===== config.mk =====
export PLATFORM = sky130hd
export DESIGN_NAME = dma_top
export DESIGN_NICKNAME = d
export VERILOG_FILES = /design/src/verilog/dma_pkg.sv /design/src/verilog/seq_queue.sv /design/src/verilog/dma_rr_arbiter.sv /design/src/verilog/dma_read_engine.sv /design/src/verilog/dma_data_router.sv /design/src/verilog/dma_top.sv
export VERILOG_INCLUDE_DIRS = /design/src /design/src/include
export SDC_FILE = /design/constraint.sdc
export NUM_CORES = 1
export LEC_CHECK = 0
export BUFFER_PORTS_ARGS = -buffer_cell sky130_fd_sc_hd__buf_2
export CAP_MARGIN = 15
export CORE_AREA = 2 2 202 204
export DETAILED_ROUTE_END_ITERATION = 8
export DIE_AREA = 0 0 204 206
export GPL_TIMING_DRIVEN = 0
export PLACE_DENSITY = 0.69
export SETUP_SLACK_MARGIN = 0.15
export SLEW_MARGIN = 20
export SYNTH_ARGS = -nofsm -noshare
export SYNTH_HDL_FRONTEND = slang
export SYNTH_SLANG_ARGS = --single-unit

===== constraint.sdc =====
create_clock -name aclk -period 5.8 [get_ports aclk]
set_clock_uncertainty 0.05 [all_clocks]
set_input_delay 1.45 -clock aclk [delete_from_list [all_inputs] [get_ports aclk]]
set_output_delay 1.45 -clock aclk [all_outputs]
set_load 0.005 [all_outputs]

===== src/include/dma_cfg.svh =====
`ifndef DMA_CFG_SVH
`define DMA_CFG_SVH

// --------------------
// Region sharing
// --------------------
// Regions sharing the read engine
`define DMA_N_REGIONS 4
// Region index width
`define DMA_N_REGIONS_BITS 2
// Depth of routing and completion queues
`define DMA_N_OUTSTANDING 8

// --------------------
// Field widths
// --------------------
`define DMA_DATA_BITS 32
`define DMA_ADDR_BITS 32
`define DMA_LEN_BITS 12
`define DMA_PID_BITS 6

`endif


===== src/verilog/dma_pkg.sv =====
`include "dma_cfg.svh"

package dma_pkg;

  // Byte offset bits within one memory word
  localparam int BEAT_LOG_BITS = $clog2(`DMA_DATA_BITS / 8);
  // Width of a beat count
  localparam int BLEN_BITS = `DMA_LEN_BITS - BEAT_LOG_BITS;

  // Request as forwarded to the engine
  typedef struct packed {
    logic [`DMA_ADDR_BITS-1:0] addr;
    logic [`DMA_LEN_BITS-1:0]  len;
    logic                      ctl;
    logic [`DMA_PID_BITS-1:0]  pid;
  } dma_req_t;

  // Routing queue entry, beats stored minus one
  typedef struct packed {
    logic                           ctl;
    logic [`DMA_N_REGIONS_BITS-1:0] region;
    logic [BLEN_BITS-1:0]           beats_m1;
  } route_entry_t;

  // Completion queue entry
  typedef struct packed {
    logic [`DMA_N_REGIONS_BITS-1:0] region;
    logic [`DMA_PID_BITS-1:0]       pid;
  } done_entry_t;

endpackage


===== src/verilog/seq_queue.sv =====
`timescale 1ns/1ps

module seq_queue #(
  parameter int  DEPTH   = 8,
  parameter type entry_t = logic [7:0]
) (
  input  logic   aclk,
  input  logic   aresetn,
  input  logic   in_valid,
  output logic   in_ready,
  input  entry_t in_data,
  output logic   out_valid,
  input  logic   out_ready,
  output entry_t out_data
);

  localparam int PTR_BITS = (DEPTH > 1) ? $clog2(DEPTH) : 1;
  localparam logic [PTR_BITS-1:0] LAST_SLOT = PTR_BITS'(DEPTH - 1);

  // Entry storage
  entry_t mem [DEPTH];

  logic [PTR_BITS-1:0] wr_ptr;
  logic [PTR_BITS-1:0] rd_ptr;
  logic [PTR_BITS:0]   count;
  logic                push;
  logic                pop;

  // Full blocks push even if a pop happens in the same cycle
  assign in_ready  = (count != (PTR_BITS+1)'(DEPTH));
  assign out_valid = (count != '0);
  assign out_data  = mem[rd_ptr];

  assign push = in_valid && in_ready;
  assign pop  = out_valid && out_ready;

  always_ff @(posedge aclk) begin
    if (push) begin
      mem[wr_ptr] <= in_data;
    end
  end

  // Pointers wrap at the last slot for any depth
  always_ff @(posedge aclk) begin
    if (!aresetn) begin
      wr_ptr <= '0;
      rd_ptr <= '0;
      count  <= '0;
    end else begin
      if (push) begin
        wr_ptr <= (wr_ptr == LAST_SLOT) ? '0 : wr_ptr + 1'b1;
      end
      if (pop) begin
        rd_ptr <= (rd_ptr == LAST_SLOT) ? '0 : rd_ptr + 1'b1;
      end
      // Simultaneous push and pop keep the count
      if (push && !pop) begin
        count <= count + 1'b1;
      end else if (pop && !push) begin
        count <= count - 1'b1;
      end
    end
  end

endmodule


===== src/verilog/dma_rr_arbiter.sv =====
`timescale 1ns/1ps
`include "dma_cfg.svh"

module dma_rr_arbiter import dma_pkg::*; (
  input  logic                          aclk,
  input  logic                          aresetn,

  // Region requests
  input  logic [`DMA_N_REGIONS-1:0]     req_valid,
  output logic [`DMA_N_REGIONS-1:0]     req_ready,
  input  logic [`DMA_ADDR_BITS-1:0]     req_addr [`DMA_N_REGIONS],
  input  logic [`DMA_LEN_BITS-1:0]      req_len [`DMA_N_REGIONS],
  input  logic [`DMA_N_REGIONS-1:0]     req_ctl,
  input  logic [`DMA_PID_BITS-1:0]      req_pid [`DMA_N_REGIONS],

  // Engine side
  output logic                          eng_valid,
  input  logic                          eng_ready,
  output dma_req_t                      eng_req,

  // Routing queue push
  output logic                          route_push_valid,
  input  logic                          route_push_ready,
  output route_entry_t                  route_push_data,

  // Completion queue push
  output logic                          done_push_valid,
  input  logic                          done_push_ready,
  output done_entry_t                   done_push_data
);

  localparam int N  = `DMA_N_REGIONS;
  localparam int RB = `DMA_N_REGIONS_BITS;
  localparam logic [RB-1:0] LAST_REGION = RB'(N - 1);

  logic [RB-1:0]            rr_ptr;
  logic [RB-1:0]            sel;
  logic                     found;
  logic                     room;
  logic                     accept;
  logic [`DMA_LEN_BITS-1:0] len_m1;

  // --------------------
  // Selection
  // --------------------
  // First valid region at or after the pointer
  always_comb begin
    int idx;
    found = 1'b0;
    sel   = rr_ptr;
    for (int i = 0; i < N; i++) begin
      idx = int'(rr_ptr) + i;
      // Wrap past the last region
      if (idx >= N) begin
        idx = idx - N;
      end
      if (!found && req_valid[idx]) begin
        found = 1'b1;
        sel   = idx[RB-1:0];
      end
    end
  end

  // Both queues need a free slot before forwarding
  assign room      = route_push_ready && done_push_ready;
  assign eng_valid = found && room;
  assign accept    = eng_valid && eng_ready;

  // Selected region sees ready in the same cycle as the engine
  always_comb begin
    req_ready      = '0;
    req_ready[sel] = found && room && eng_ready;
  end

  assign eng_req.addr = req_addr[sel];
  assign eng_req.len  = req_len[sel];
  assign eng_req.ctl  = req_ctl[sel];
  assign eng_req.pid  = req_pid[sel];

  // --------------------
  // Queue loading
  // --------------------
  // Beats minus one from the byte length
  assign len_m1 = req_len[sel] - 1'b1;

  assign route_push_valid         = accept;
  assign route_push_data.ctl      = req_ctl[sel];
  assign route_push_data.region   = sel;
  assign route_push_data.beats_m1 = len_m1[`DMA_LEN_BITS-1:BEAT_LOG_BITS];

  // Completion entry only when asked for
  assign done_push_valid       = accept && req_ctl[sel];
  assign done_push_data.region = sel;
  assign done_push_data.pid    = req_pid[sel];

  // --------------------
  // Round-robin pointer
  // --------------------
  always_ff @(posedge aclk) begin
    if (!aresetn) begin
      rr_ptr <= '0;
    end else if (accept) begin
      // Next search starts after the accepted region
      if (sel == LAST_REGION) begin
        rr_ptr <= '0;
      end else begin
        rr_ptr <= sel + 1'b1;
      end
    end
  end

endmodule


===== src/verilog/dma_read_engine.sv =====
`timescale 1ns/1ps
`include "dma_cfg.svh"

module dma_read_engine import dma_pkg::*; (
  input  logic                         aclk,
  input  logic                         aresetn,

  // Request in
  input  logic                         eng_valid,
  output logic                         eng_ready,
  input  dma_req_t                     eng_req,

  // Beats out
  output logic                         beat_valid,
  input  logic                         beat_ready,
  output logic [`DMA_DATA_BITS-1:0]    beat_data,
  output logic                         beat_last,

  // Wishbone classic master
  output logic                         wb_cyc,
  output logic                         wb_stb,
  output logic                         wb_we,
  output logic [`DMA_ADDR_BITS-1:0]    wb_adr,
  output logic [`DMA_DATA_BITS/8-1:0]  wb_sel,
  input  logic [`DMA_DATA_BITS-1:0]    wb_dat_i,
  input  logic                         wb_ack
);

  localparam int WORD_BYTES = `DMA_DATA_BITS / 8;

  typedef enum logic [1:0] {
    ST_IDLE,
    ST_BUS,
    ST_BEAT
  } state_t;

  state_t                    state;
  logic [`DMA_ADDR_BITS-1:0] addr_r;
  logic [BLEN_BITS-1:0]      remaining;
  logic [`DMA_DATA_BITS-1:0] data_r;
  logic                      last_r;
  logic [`DMA_LEN_BITS-1:0]  len_m1;

  assign len_m1 = eng_req.len - 1'b1;

  // Only takes a request when fully idle
  assign eng_ready = (state == ST_IDLE);

  // Bus strobe only while waiting for ack
  assign wb_cyc = (state == ST_BUS);
  assign wb_stb = (state == ST_BUS);
  assign wb_we  = 1'b0;
  assign wb_adr = addr_r;
  // Whole words only
  assign wb_sel = '1;

  // Beat register drives the router
  assign beat_valid = (state == ST_BEAT);
  assign beat_data  = data_r;
  assign beat_last  = last_r;

  // --------------------
  // Control
  // --------------------
  always_ff @(posedge aclk) begin
    if (!aresetn) begin
      state     <= ST_IDLE;
      remaining <= '0;
      last_r    <= 1'b0;
    end else begin
      case (state)
        ST_IDLE: begin
          if (eng_valid) begin
            remaining <= len_m1[`DMA_LEN_BITS-1:BEAT_LOG_BITS];
            state     <= ST_BUS;
          end
        end
        ST_BUS: begin
          // One word per ack
          if (wb_ack) begin
            last_r <= (remaining == '0);
            state  <= ST_BEAT;
          end
        end
        ST_BEAT: begin
          // Next word waits for the beat to leave, stb low meanwhile
          if (beat_ready) begin
            if (last_r) begin
              state <= ST_IDLE;
            end else begin
              remaining <= remaining - 1'b1;
              state     <= ST_BUS;
            end
          end
        end
        default: state <= ST_IDLE;
      endcase
    end
  end

  // --------------------
  // Datapath
  // --------------------
  always_ff @(posedge aclk) begin
    if (state == ST_IDLE && eng_valid) begin
      addr_r <= eng_req.addr;
    end else if (state == ST_BEAT && beat_ready) begin
      addr_r <= addr_r + `DMA_ADDR_BITS'(WORD_BYTES);
    end
    if (state == ST_BUS && wb_ack) begin
      data_r <= wb_dat_i;
    end
  end

endmodule


===== src/verilog/dma_data_router.sv =====
`timescale 1ns/1ps
`include "dma_cfg.svh"

module dma_data_router import dma_pkg::*; (
  input  logic                       aclk,
  input  logic                       aresetn,

  // Routing queue head
  input  logic                       route_valid,
  output logic                       route_ready,
  input  route_entry_t               route_data,

  // Completion queue head
  input  logic                       cmpl_valid,
  output logic                       cmpl_ready,
  input  done_entry_t                cmpl_data,

  // Beats from the engine
  input  logic                       beat_valid,
  output logic                       beat_ready,
  input  logic [`DMA_DATA_BITS-1:0]  beat_data,
  input  logic                       beat_last,

  // Per region read data
  output logic [`DMA_N_REGIONS-1:0]  rd_valid,
  input  logic [`DMA_N_REGIONS-1:0]  rd_ready,
  output logic [`DMA_DATA_BITS-1:0]  rd_data [`DMA_N_REGIONS],
  output logic [`DMA_N_REGIONS-1:0]  rd_last,

  // Per region completion
  output logic [`DMA_N_REGIONS-1:0]  done,
  output logic [`DMA_PID_BITS-1:0]   done_pid [`DMA_N_REGIONS]
);

  logic [BLEN_BITS-1:0] beat_cnt;
  logic                 take;
  logic                 beat_end;

  // Owner taken from the head routing entry
  assign beat_ready = route_valid && rd_ready[route_data.region];
  assign take       = beat_valid && beat_ready;

  // Either side ending closes the entry, keeps router and engine in step
  assign beat_end = beat_last || (beat_cnt == route_data.beats_m1);

  always_comb begin
    rd_valid = '0;
    rd_last  = '0;
    rd_valid[route_data.region] = beat_valid && route_valid;
    rd_last[route_data.region]  = beat_end;
  end

  // Data fans out, valid selects the owner
  always_comb begin
    for (int i = 0; i < `DMA_N_REGIONS; i++) begin
      rd_data[i] = beat_data;
    end
  end

  assign route_ready = take && beat_end;
  assign cmpl_ready  = take && beat_end && route_data.ctl && cmpl_valid;

  // --------------------
  // Beat count
  // --------------------
  always_ff @(posedge aclk) begin
    if (!aresetn) begin
      beat_cnt <= '0;
    end else if (take) begin
      beat_cnt <= beat_end ? '0 : beat_cnt + 1'b1;
    end
  end

  // --------------------
  // Completion pulse
  // --------------------
  // One cycle after the final beat
  always_ff @(posedge aclk) begin
    if (!aresetn) begin
      done <= '0;
    end else begin
      done <= '0;
      if (cmpl_ready) begin
        done[cmpl_data.region] <= 1'b1;
      end
    end
  end

  always_ff @(posedge aclk) begin
    if (cmpl_ready) begin
      done_pid[cmpl_data.region] <= cmpl_data.pid;
    end
  end

endmodule


===== src/verilog/dma_top.sv =====
`timescale 1ns/1ps
`include "dma_cfg.svh"

module dma_top import dma_pkg::*; (
  input  logic                         aclk,
  input  logic                         aresetn,
  // Region requests
  input  logic [`DMA_N_REGIONS-1:0]    req_valid,
  output logic [`DMA_N_REGIONS-1:0]    req_ready,
  input  logic [`DMA_ADDR_BITS-1:0]    req_addr [`DMA_N_REGIONS],
  input  logic [`DMA_LEN_BITS-1:0]     req_len [`DMA_N_REGIONS],
  input  logic [`DMA_N_REGIONS-1:0]    req_ctl,
  input  logic [`DMA_PID_BITS-1:0]     req_pid [`DMA_N_REGIONS],
  // Region read data and completion
  output logic [`DMA_N_REGIONS-1:0]    rd_valid,
  input  logic [`DMA_N_REGIONS-1:0]    rd_ready,
  output logic [`DMA_DATA_BITS-1:0]    rd_data [`DMA_N_REGIONS],
  output logic [`DMA_N_REGIONS-1:0]    rd_last,
  output logic [`DMA_N_REGIONS-1:0]    done,
  output logic [`DMA_PID_BITS-1:0]     done_pid [`DMA_N_REGIONS],
  // Wishbone classic master
  output logic                         wb_cyc,
  output logic                         wb_stb,
  output logic                         wb_we,
  output logic [`DMA_ADDR_BITS-1:0]    wb_adr,
  output logic [`DMA_DATA_BITS/8-1:0]  wb_sel,
  input  logic [`DMA_DATA_BITS-1:0]    wb_dat_i,
  input  logic                         wb_ack
);

  logic         eng_valid, eng_ready;
  dma_req_t     eng_req;
  logic         route_push_valid, route_push_ready, route_valid, route_ready;
  route_entry_t route_push_data, route_data;
  logic         done_push_valid, done_push_ready, cmpl_valid, cmpl_ready;
  done_entry_t  done_push_data, cmpl_data;
  logic         beat_valid, beat_ready, beat_last;
  logic [`DMA_DATA_BITS-1:0] beat_data;

  dma_rr_arbiter u_arbiter (.*);

  // Routing entries, one per accepted request
  seq_queue #(.DEPTH(`DMA_N_OUTSTANDING), .entry_t(route_entry_t)) u_route_q (
    .aclk(aclk), .aresetn(aresetn),
    .in_valid(route_push_valid), .in_ready(route_push_ready), .in_data(route_push_data),
    .out_valid(route_valid), .out_ready(route_ready), .out_data(route_data)
  );

  // Completion entries, flagged requests only
  seq_queue #(.DEPTH(`DMA_N_OUTSTANDING), .entry_t(done_entry_t)) u_done_q (
    .aclk(aclk), .aresetn(aresetn),
    .in_valid(done_push_valid), .in_ready(done_push_ready), .in_data(done_push_data),
    .out_valid(cmpl_valid), .out_ready(cmpl_ready), .out_data(cmpl_data)
  );

  dma_read_engine u_engine (.*);

  dma_data_router u_router (.*);

endmodule


# After elaboration in Yosys (flattened, before gate mapping)
# Memories as Yosys holds them, arrays and structs flattened. A register that Yosys moved wholly into a read port is not among the register bits.
# Index checks and enable logic that the tools add are counted.
# W data, S select, Z words.
[totals] output_inout_bits=207 mem_count=2 in_bits=247 ram_bits=168 register_bits=137 wordCells=197
[op_classes] addsub=20 n_eq_ne=14 mux=75 reduce_logical=46 magnitude_cmp=17 n_bitwise=5
[mem_list] memory="u_route_q.mem" words=8 width=13 read_ports=1 rd_ports_with_merged_regs=1 wr=1 line_no="seq_queue.sv:21" text="entry_t mem [DEPTH];"
[mem_list] memory="u_done_q.mem" words=8 width=8 read_ports=1 rd_ports_with_merged_regs=1 wr=1 line_no="seq_queue.sv:21"
[op_table] operator="$mux W32" count=8
[op_table] operator="$lt A32 B4 Y1 const B" count=4
[op_table] operator="$ge A32 B4 Y1 const B" count=3
[op_table] operator="$sub A32 B4 Y32 const B" count=3
[op_table] operator="$bmux W32 S2" count=1
[op_table] operator="$mux W10" count=4
[op_table] operator="$add A32 B3 Y32 const B" count=1
[op_table] operator="$logic_and A1 B1 Y1" count=26
[op_table] operator="$bmux W12 S2" count=1
[op_table] operator="$bwmux W24" count=1
[op_table] operator="$mux W12" count=2
[op_table] operator="$mux W3" count=8
[op_table] operator="$mux W1" count=22
[op_table] operator="$pmux W10 S2" count=1
[op_table] operator="$mux W6" count=3
[op_table] operator="$mux W2" count=8
[op_table] operator="$mux W4" count=4
[op_table] operator="$add A3 B1 Y3 const B" count=4
[op_table] operator="$and A4 B4 Y4" count=3
[op_table] operator="$bmux W1 S2" count=6
[op_table] operator="$bmux W6 S2" count=1
[op_table] operator="$demux W6 S2" count=1
[op_table] operator="$eq A3 B3 Y1 const B" count=4
[op_table] operator="$sub A12 B1 Y12 const B" count=1
[op_table] operator="31 further kinds" count=57

# Depth between registers and ports, before layout
# Gate-level depths: netlist of the first run.
[logic_depth] depth_word=23 depth_mapped=19 depth_no_buf=15

# Cells and area by module
# A second synthesis of the first run with hierarchy kept.
[unflattened] hier_cells=1447 hier_area_um2=16474.6
[by_module_without_submodules] module="seq_queue at u_route_q" n_inst=1 seq_area_each_um2=3383.2 cells_per_inst=225 area_per_inst_um2=4668.2
[by_module_without_submodules] module="dma_read_engine" n_inst=1 seq_area_each_um2=2182.1 cells_per_inst=370 area_per_inst_um2=3922.5
[by_module_without_submodules] module="seq_queue at u_done_q" n_inst=1 seq_area_each_um2=2182.1 cells_per_inst=168 area_per_inst_um2=3151.8
[by_module_without_submodules] module="dma_data_router" n_inst=1 seq_area_each_um2=1001.0 cells_per_inst=260 area_per_inst_um2=2601.2
[by_module_without_submodules] module="dma_rr_arbiter" n_inst=1 seq_area_each_um2=40.0 cells_per_inst=424 area_per_inst_um2=2130.8

# Least setup slack after synthesis of the first run
# OpenSTA, ideal clock, no wires.
[synth_timing] path_kind="input-to-output" startpoint="in req_valid[0]" endpoint="out req_ready[2]" setup_slack_ns=0.580 n_path_buf=3 required_ns=4.300 t_arrival_ns=3.720 stages=8 path_cell_list="nor2b_1 -> or4_4 -> nand2_2 -> clkbuf_1 -> buf_1 -> clkbuf_1 -> ha_1 -> and2_1"
[synth_lines] element="start: declaration" line_no="dma_top.sv:8" text="input logic [`DMA_N_REGIONS-1:0] req_valid,"
[synth_lines] element="end: declaration" line_no="dma_top.sv:9" text="output logic [`DMA_N_REGIONS-1:0] req_ready,"

# Worst setup path after layout of the first run
[layout_timing] startpoint="in req_valid[3]" endpoint="out req_ready[2]"
[layout_via] elab_chain_len=18 word_cells_on_any_way=34 cone_classes="2 x order compare; 22 x mux; 1 x bitwise; 9 x reduce/logical"
[layout_lines] element="$bmux W1 S2" line_no="dma_rr_arbiter.sv:57" text="if (!found && req_valid[idx]) begin"
[layout_lines] element="$mux W1 (implied by the code) (2 in a row)" line_no="dma_rr_arbiter.sv:57"
[layout_lines] element="$mux W1" line_no="dma_rr_arbiter.sv:57"
[layout_lines] element="$logic_not A1 Y1" line_no="dma_rr_arbiter.sv:57"
[layout_lines] element="$logic_and A1 B1 Y1" line_no="dma_rr_arbiter.sv:57"
[layout_lines] element="$mux W1" line_no="dma_rr_arbiter.sv:57"
[layout_lines] element="$logic_not A1 Y1" line_no="dma_rr_arbiter.sv:57"
[layout_lines] element="$logic_and A1 B1 Y1" line_no="dma_rr_arbiter.sv:57"
[layout_lines] element="$mux W1" line_no="dma_rr_arbiter.sv:57"
[layout_lines] element="$logic_not A1 Y1" line_no="dma_rr_arbiter.sv:57"
[layout_lines] element="$logic_and A1 B1 Y1" line_no="dma_rr_arbiter.sv:57"
[layout_lines] element="$mux W2" line_no="dma_rr_arbiter.sv:57"
[layout_lines] element="$lt A2 B3 Y1 (implied by the code) or $ge A2 B1 Y1 (tied branches)" line_no="dma_rr_arbiter.sv:72" text="req_ready[sel] = found && room && eng_ready;"
[layout_lines] element="$logic_and A1 B1 Y1" line_no="dma_rr_arbiter.sv:72"
[layout_lines] element="$mux W1 (implied by the code)" line_no="dma_rr_arbiter.sv:72"
[layout_lines] element="$demux W1 S2"
[layout_lines] element="$and A4 B4 Y4 (no source line) (*)"
# Mark *: on every way between the ends. The rest lies on a longest branch, timed or not. The select of a mux whose other input is x is not followed.

==> flow_summary.toml, run 1 <==
[global_route]
grt_pass1_wl_um = 65500
antenna_found_initial = 6
grt_pass1_vias = 11200
grt_start_max_net_pins = 33
gr-usage-all-layers = 0.207
grt_remaining_overflow = 0

[status]
status = "completed"

[timing]
maxSlewViolCount = 0
rsz0062_at_grt = "true"
fmax_ghz = 0.183
hold_violations = 0
hold_slack_ns = 0.437
relSlewSlack = 0.345
finalWorstPathRequiredPeriod_ns = 5.47
post-route-period-util = 0.942
tightest_slew_ns = 0.982
setup_viol = 0

[placed_design]
io_buffers = 447
gp_congestion = 0.997
dp.final_hpwl_um = 35200
dpl_cell_area_um2 = 18500
placed_cells = 2330

[critical_path]
required_ns = 4.30
cp-start-kind = "primary input"
critPathSlowestCell = "clkbuf_1"
path_class = "primary input to output pin"
cp_top_family = "buffers and inverters"
max_stage_delay_ns = 0.47
path_max_fanout = 11
crit_chain = "buf_2 -> and2b_1 -> a21oi_1 -> o221a_2 -> buf_2 -> inv_1 -> clkbuf_2 -> clkbuf_1 -> clkbuf_2 -> ha_1 -> and2_1 -> buf_2"
critPathCaptureType = "output pin"
worst-path-buf-inv = 7
crit_path_frequent_cell = "buf_2"
critPathArrivalTime_ns = 3.97

[layout]
fillers = 3577
layout.cells.non_filler = 2394
nets = 2103
final_cell_mix = "buf_2, edfxtp_1, nand2_1"
drive_gt1_frac = 0.377
multiInputGateArea_um2 = 5600
design_area_um2 = 19600
syn2layout_area_growth_pct = 27.4
final_util = 0.489
final-seq-area_um2 = 8790
final_common_cell = "buf_2"

[power]
total_power_w = 0.00894
powerDensity_nw_per_um2 = 455
p_leak_nw = 8.00
peakVddDrop_v = 0.000274

[routing]
routedWlPerCell_um = 18.9
totalWireLength_um = 45300
drt-pass1-iter-count = 5
ant_nets = 0
viasPerCell = 5.11
dr.first_iter.drc_count = 952
vias = 12200
post-route-drc-count = 0

[synthesis]
netlist_instances = 1338
avgSynthCellArea_um2 = 11.5
synth_cell_types = 69
synthTopCellsByArea = "edfxtp_1, dfxtp_1, nand2_1"
synthArstFlopShare = 0
synth_top_area_cell = "edfxtp_1"
ys_seq_area_frac = 0.570
yosysTopAreaCellShare = 0.499
synth_seq_cells = 311
synth_area_um2 = 15400
synth_warnings = 0
yosys_most_used_dff = "edfxtp_1"
synth_edf_count = 256

[floorplan]
initial_core_util = 0.384
die_w_um = 204
io-pin-count = 454
die_h_um = 206
die_area_um2 = 42000
rows = 74
coreArea_um2 = 40200

[cts]
root_buffer = "clkbuf_16"
postCtsSetupRepairBufs = 0
clkTransAtPathRegs_ns = 0.05
clock-sinks = 311
numCtsBuffers = 35
clk_path_buf_depth = 3
cts_tree = "built"
insertion_delay_ns = 0.53
htree_levels = 2

[run]
drv_cap = 0

[hold_path]
hp-class = "flop to flop"
## synthesized netlist by cell type (9+ instances only)
cell type / count
a211o_1: 16
a21oi_1: 26
a22oi_1: 12
and2_1: 10
and3_1: 39
buf_1: 13
buf_4: 105
clkbuf_1: 46
dfxtp_1: 55
edfxtp_1: 256
ha_1: 20
inv_1: 19
mux2_2: 11
mux2i_1: 37
mux4_2: 34
nand2_1: 217
nand2b_1: 10
nand3_1: 116
nand4_1: 9
nor2_1: 66
nor3_1: 20
nor4_1: 11
o21ai_0: 45
xnor2_1: 26
xor2_1: 30
## cells by family (layout without fill, tap and decap cells)
group / after synthesis / after routing / synth area share
AND/OR/NAND/NOR: 526 / 526 / 0.159
flip-flops: 311 / 311 / 0.570
buffers and inverters: 191 / 711 / 0.0733
AO/OA/AOI/OAI: 149 / 149 / 0.0656
multiplexers: 82 / 82 / 0.0817
XOR/XNOR: 56 / 56 / 0.0318
adder cells (fa/ha/maj): 21 / 21 / 0.0175
other: 2 / 6 / 0.000487
## where the power goes
| group | leakage [nW] | internal [W] | switching, W | total, W |
|---|---|---|---|---|
| Combinational | 4.65 | 0.00124 | 0.00206 | 0.00330 |
| Clock | 0.549 | 0.00124 | 0.000892 | 0.00213 |
| Sequential | 2.80 | 0.00319 | 0.000311 | 0.00350 |
| Total | 8.00 | 0.00567 | 0.00326 | 0.00894 |
## registers in the layout (all words and copies together) (netlist names), named ones only
name                flops
u_arbiter.rr_ptr        2
u_done_q.count          4
u_done_q.mem           64
u_done_q.rd_ptr         3
u_done_q.wr_ptr         3
u_engine.beat_data     32
u_engine.beat_last      1
u_engine.remaining     10
u_engine.state          2
u_engine.wb_adr        32
u_route_q.count         4
u_route_q.mem         104
u_route_q.rd_ptr        3
u_route_q.wr_ptr        3
u_router.beat_cnt      10
u_router.done           4
u_router.done_pid      24
## final timing paths
| path | depth (start not counted) | startpoint | to | slack (ns) |
|---|---|---|---|---|
| worst max register to register | 16 | flop | u_route_q.count[3] | 0.70 |
| worst min-delay path | 2 | u_engine.remaining[1] | u_engine.remaining[1] | 0.44 |
| worst max-delay path | 12 | req_valid[3] | req_ready[2] | 0.33 |
| worst min register to register | 2 | u_engine.remaining[1] | u_engine.remaining[1] | 0.44 |
## cell type report
cell class                 count  area share
multi-input combinational    839       0.285
clock inverter                17     0.00733
tap                          532      0.0339
inverter                      22     0.00420
buffer                       169      0.0539
sequential                   311       0.447
timing repair buffer         457       0.119
antenna                        1    0.000127
clock buffer                  46      0.0493
## metal layers
layer | wire (um) | vias up | GRT usage
met2 | 22800 | 603 | 0.373
met4 | 1510 | 2 | 0.0756
li1 | - | 5775 | -
met1 | 17800 | 5757 | 0.249
met3 | 3160 | 89 | 0.0323
met5 | 13 | - | 0
## worst reg2reg max path, stage by stage, from the launching register on
cell and delay [ns]:
dfxtp_1 0.30, clkbuf_1 0.41, nor2b_1 0.29, a221oi_4 0.64
mux4_2 0.74, nor2_1 0.48, and2_1 0.20, clkbuf_1 0.32
inv_1 0.10, ha_1 0.24, inv_1 0.13, ha_1 0.25
a21o_1 0.17, a21oi_1 0.17, xnor2_1 0.09, or3_1 0.31
a21oi_1 0.14
## repair_timing
item | 4_1_cts | 5_1_grt
gates resized for setup | 6 | 3
endpoints found under the setup margin | 3 | 3
hold buffers | 0 | 0
## per-stage QoR
stage,TNS [ns],setup WS [ns]
after global routing,0,0.147
after floorplan,0,0.580
after global placement,-28.32,-0.693
final,0,0.335
after detailed placement,-1.60,-0.785
after CTS,0,0.193
No activity file was read; power rests on OpenSTA's default activity.
==> inputs of run 2 (changes only) <==
--- a/config.mk
+++ b/config.mk
@@ -8,13 +8,14 @@
 export LEC_CHECK = 0
 export BUFFER_PORTS_ARGS = -buffer_cell sky130_fd_sc_hd__buf_2
 export CAP_MARGIN = 15
-export CORE_AREA = 2 2 202 204
+export CORE_AREA = 2 2 209 211
 export DETAILED_ROUTE_END_ITERATION = 8
-export DIE_AREA = 0 0 204 206
+export DIE_AREA = 0 0 211 213
 export GPL_TIMING_DRIVEN = 0
-export PLACE_DENSITY = 0.69
+export PLACE_DENSITY = 0.68
 export SETUP_SLACK_MARGIN = 0.15
 export SLEW_MARGIN = 20
 export SYNTH_ARGS = -nofsm -noshare
 export SYNTH_HDL_FRONTEND = slang
+export SYNTH_HIERARCHICAL = 1
 export SYNTH_SLANG_ARGS = --single-unit
==> run 2 against run 1 <==
Via count rose by 7.4%. Flip-flop and latch count is the same. Largest cell class unchanged. Largest power group unchanged. Setup slack got worse by 0.043 ns.
==> flow_summary.toml, run 2 <==
[critical_path]
path_class = "primary input to output pin"
worst-path-buf-inv = 6
crit_chain = "buf_2 -> nor2b_1 -> or4_1 -> buf_2 -> nand2_2 -> buf_2 -> buf_2 -> buf_4 -> ha_1 -> and3_1 -> buf_2"
critPathCaptureType = "output pin"
max_stage_delay_ns = 0.50
critPathArrivalTime_ns = 4.01
critPathSlowestCell = "or4_1"
path_max_fanout = 20
crit_path_frequent_cell = "buf_2"
cp-start-kind = "primary input"
cp_top_family = "buffers and inverters"
required_ns = 4.30

[layout]
top_register = "u_route_q/mem"
fillers = 3852
largestRegisters = "u_route_q/mem x104, u_done_q/mem x64"
syn2layout_area_growth_pct = 25.4
largest_reg_flops = 104
design_area_um2 = 20600
multiInputGateArea_um2 = 6250
nets = 2205
final_cell_mix = "buf_2, edfxtp_1, nand2_1"
final-seq-area_um2 = 8790
drive_gt1_frac = 0.372
final_common_cell = "buf_2"

[timing]
relSlewSlack = 0.414
rsz0062_at_grt = "true"
setup_viol = 0
tightest_slew_ns = 0.878
finalWorstPathRequiredPeriod_ns = 5.51
post-route-period-util = 0.950
hold_violations = 0
maxSlewViolCount = 0
fmax_ghz = 0.182
setup_ws_ns = 0.292

[cts]
clkTransAtPathRegs_ns = 0.06
cts_tree = "built"
clk_path_buf_depth = 3
numCtsBuffers = 34
cts-hold-fix-buffers = 0
insertion_delay_ns = 0.52
root_buffer = "clkbuf_16"
postCtsSetupRepairBufs = 0
htree_levels = 2
clock-sinks = 311

[routing]
routedWlPerCell_um = 19.5
viasPerCell = 5.23
ant_nets = 0
drt-pass1-iter-count = 5
post-route-drc-count = 0
dr.first_iter.drc_count = 896
totalWireLength_um = 48900
vias = 13100

[global_route]
grt_remaining_overflow = 0
antenna_found_initial = 2
grt_pass1_vias = 12900
grt_pass1_wl_um = 72300
gr-usage-all-layers = 0.211
grt_start_max_net_pins = 33

[placed_design]
dp.final_hpwl_um = 38000
gp_congestion = 0.971
io_buffers = 448
dp_slack_ns = -0.366
dpl_cell_area_um2 = 19500

[floorplan]
initial_core_util = 0.385
die_area_um2 = 44900
rows = 76
io-pin-count = 454
die_w_um = 211
die_h_um = 213
coreArea_um2 = 42700

[synthesis]
synth_warnings = 6
netlist_instances = 1441
synth_area_um2 = 16400
avgSynthCellArea_um2 = 11.4

[power]
total_power_w = 0.00908
p_leak_nw = 8.52
powerDensity_nw_per_um2 = 441
peakVddDrop_v = 0.000211

[run]
drv_cap = 0

[hold_path]
hp-class = "flop to flop"

[status]
status = "completed"
[run 2: stage by stage]
| stage | cells | utilization | TNS, ns | hold slack, ns |
|---|---|---|---|---|
| global placement | 2438 | 0.454 | -3.24 | 0.410 |
| detailed placement | 2446 | 0.457 | -0.801 | 0.426 |
| floorplan | 1444 | - | 0 | 0.395 |
| finish | 2508 | 0.483 | 0 | 0.433 |
| global route | 2507 | 0.483 | 0 | 0.454 |
| CTS | 2506 | 0.482 | 0 | 0.433 |
[run 2: report_power, final]
| part | switching, W | internal, W | leakage, nW |
|---|---|---|---|
| clock network | 0.000848 | 0.00126 | 0.543 |
| registers | 0.000340 | 0.00317 | 2.79 |
| logic | 0.00215 | 0.00130 | 5.18 |
| total | 0.00334 | 0.00574 | 8.52 |
[run 2: worst reg2reg max path, cell delays in order (launching register included)]
cell	delay (ns)
dfxtp_1	0.30
clkbuf_1	0.35
buf_2	0.38
mux4_1	0.37
mux2_2	0.32
xor2_1	0.16
nor4_2	0.43
a31oi_1	0.23
nor3_2	0.50
nand2_1	0.23
ha_1	0.26
inv_1	0.13
ha_1	0.29
a21oi_1	0.24
a211oi_1	0.11
a31oi_1	0.18
mux2i_1	0.20
[run 2: layout make-up]
cell class / instances / share of cell area
Sequential cell: 311 / 0.427
Multi-Input combinational cell: 899 / 0.303
Timing Repair Buffer: 456 / 0.112
Buffer: 206 / 0.0664
Clock buffer: 46 / 0.0471
Tap cell: 546 / 0.0332
Clock inverter: 15 / 0.00625
Inverter: 27 / 0.00492
Antenna cell: 2 / 0.000243
[run 2: timing repair]
item,4_1_cts,5_1_grt
endpoints found under the setup margin,4,4
gates resized for setup,3,3
pin swaps,0,0
[run 2: final timing paths]
check,startpoint,to,slack (ns),cells after the start
max,req_valid[0],req_ready[3],0.29,11
min,u_engine/remaining[1],u_engine/remaining[1],0.43,2
max reg2reg,flop,u_done_q/count[3],1.00,16
min reg2reg,u_engine/remaining[1],u_engine/remaining[1],0.43,2
[run 2: per-layer routing]
layer	vias to the layer above	share of wire	wire, um	GRT usage
li1	6216	-	-	-
met1	6208	0.39	18900	0.238
met2	612	0.50	24500	0.384
met3	90	0.075	3660	0.0465
met4	0	0.039	1880	0.0896
met5	-	0	0	0
==> inputs of run 3 (changes only) <==
--- a/config.mk
+++ b/config.mk
@@ -6,13 +6,14 @@
 export SDC_FILE = /design/constraint.sdc
 export NUM_CORES = 1
 export LEC_CHECK = 0
+export ABC_CLOCK_PERIOD_IN_PS = 5800
 export BUFFER_PORTS_ARGS = -buffer_cell sky130_fd_sc_hd__buf_2
 export CAP_MARGIN = 15
 export CORE_AREA = 2 2 209 211
 export DETAILED_ROUTE_END_ITERATION = 8
 export DIE_AREA = 0 0 211 213
 export GPL_TIMING_DRIVEN = 0
-export PLACE_DENSITY = 0.68
+export PLACE_DENSITY_LB_ADDON = 0.08
 export SETUP_SLACK_MARGIN = 0.15
 export SLEW_MARGIN = 20
 export SYNTH_ARGS = -nofsm -noshare
==> run 3 against run 2 <==
Clock-buffer cell count fell by 2. Combinational power barely moved. Via count fell by 1.2%. Critical path depth did not move. Flip-flop and latch count did not move. Fmax rose by 1.0%. Die area did not move. Critical endpoint unchanged. Largest power group unchanged.
==> flow_summary.toml, run 3 (synthesis gave the netlist of run 2 again) <==
[layout]
largestRegisters = "u_route_q/mem x104, u_done_q/mem x64"
final-seq-area_um2 = 8790
final_util = 0.480
top_register = "u_route_q/mem"
fillers = 3972
drive_gt1_frac = 0.371
nets = 2207
multiInputGateArea_um2 = 6250
final_cell_mix = "buf_2, edfxtp_1, nand2_1"
largest_reg_flops = 104
final_common_cell = "buf_2"
syn2layout_area_growth_pct = 24.9

[timing]
tightest_slew_ns = 0.963
fmax_ghz = 0.183
rsz0062_at_grt = "false"
hold_violations = 0
setup_viol = 0
hold_slack_ns = 0.424
relSlewSlack = 0.357
finalWorstPathRequiredPeriod_ns = 5.45
maxSlewViolCount = 0
post-route-period-util = 0.940

[critical_path]
path_class = "primary input to output pin"
crit_cells = 11
cp_top_family = "buffers and inverters"
required_ns = 4.30
cp-start-kind = "primary input"
crit_path_frequent_cell = "buf_2"
critPathArrivalTime_ns = 3.95
rr_worst_depth = 15
max_stage_delay_ns = 0.49
critPathSlowestCell = "or4_1"
crit_chain = "buf_2 -> nor2b_1 -> or4_1 -> buf_2 -> nand2_1 -> buf_2 -> buf_2 -> buf_6 -> ha_1 -> and3_1 -> buf_2"
path_max_fanout = 20
critPathCaptureType = "output pin"
worst-path-buf-inv = 6

[placed_design]
dp.final_hpwl_um = 37100
io_buffers = 448
gp_congestion = 0.940

[run]
drv_cap = 0

[floorplan]
io-pin-count = 454
die_h_um = 213
die_area_um2 = 44900
die_w_um = 211
initial_core_util = 0.385
rows = 76
coreArea_um2 = 42700

[global_route]
grt_remaining_overflow = 0
antenna_found_initial = 1
grt_pass1_wl_um = 71500
gr-usage-all-layers = 0.209
grt_pass1_vias = 12500
grt_start_max_net_pins = 33

[routing]
routedWlPerCell_um = 19.2
dr.first_iter.drc_count = 797
totalWireLength_um = 48200
post-route-drc-count = 0
viasPerCell = 5.18
vias = 13000
drt-pass1-iter-count = 5
ant_nets = 0

[power]
peakVddDrop_v = 0.000255
powerDensity_nw_per_um2 = 433
p_leak_nw = 8.48

[cts]
numCtsBuffers = 34
clock-sinks = 311
root_buffer = "clkbuf_16"
htree_levels = 2
clk_path_buf_depth = 3
insertion_delay_ns = 0.52
postCtsSetupRepairBufs = 0
clkTransAtPathRegs_ns = 0.06
cts_tree = "built"

[hold_path]
hp-class = "flop to flop"
whs_path_depth = 2

[status]
status = "completed"
-- run 3: cell count changes in the layout (fill, tap and decap cells not counted), moves of 2 or more --
cell,previous run,this run
clkinv_2,6,4
clkbuf_16,37,35
buf_8,0,2
bufinv_16,2,0
clkinv_4,2,0
-- run 3: routing by layer --
layer | GRT usage | vias up | routed length (um)
met2 | 0.373 | 502 | 23900
met4 | 0.0607 | 0 | 1230
met5 | 0 | - | 0
met1 | 0.257 | 6206 | 20100
met3 | 0.0387 | 65 | 2910
li1 | - | 6190 | -
-- run 3: cell type report --
type | instances | share of cell area
sequential | 311 | 0.428
multi-input combinational | 899 | 0.305
timing repair buffer | 459 | 0.114
buffer | 205 | 0.0667
clock buffer | 44 | 0.0453
tap | 546 | 0.0333
inverter | 27 | 0.00494
clock inverter | 11 | 0.00268
antenna | 1 | 0.000122
-- run 3: final timing paths --
kind / from / end / slack (ns)
worst max register to register: flop / u_done_q/count[3] / 1.04
worst min-delay path: u_engine/remaining[1] / u_engine/remaining[1] / 0.42
worst max-delay path: req_valid[0] / req_ready[3] / 0.35
worst min register to register: u_engine/remaining[1] / u_engine/remaining[1] / 0.42
-- run 3: per-stage QoR --
stage          cell area, um^2  std cells  worst slack [ns]  TNS (ns)  total power [W]
2_1_floorplan            16400       1444             0.671         0          0.00563
3_3_place_gp             19400       2438            -0.433     -5.34          0.00688
3_5_place_dp             19500       2449            -0.296    -0.588          0.00698
4_1_cts                  20500       2503             0.225         0          0.00897
5_1_grt                  20500       2503             0.206         0          0.00947
6_report                 20500       2503             0.347         0          0.00888
-- run 3: tightest hold or removal path: cells and delay by family (launching register included) --
kind,cells,cell delay [ns]
and+or+nand+nor,1,0.05
DFF,1,0.32
AOI/OAI and AO/OA,1,0.05
-- run 3: timing repair --
item	in CTS	in global routing
setup endpoints to repair	4	4
gates resized for setup	3	3
hold buffers	0	0
-- run 3: where the power goes --
group,switching [W],total (W),internal [W]
Sequential,0.000328,0.00350,0.00317
Clock,0.000825,0.00195,0.00112
Combinational,0.00213,0.00343,0.00131
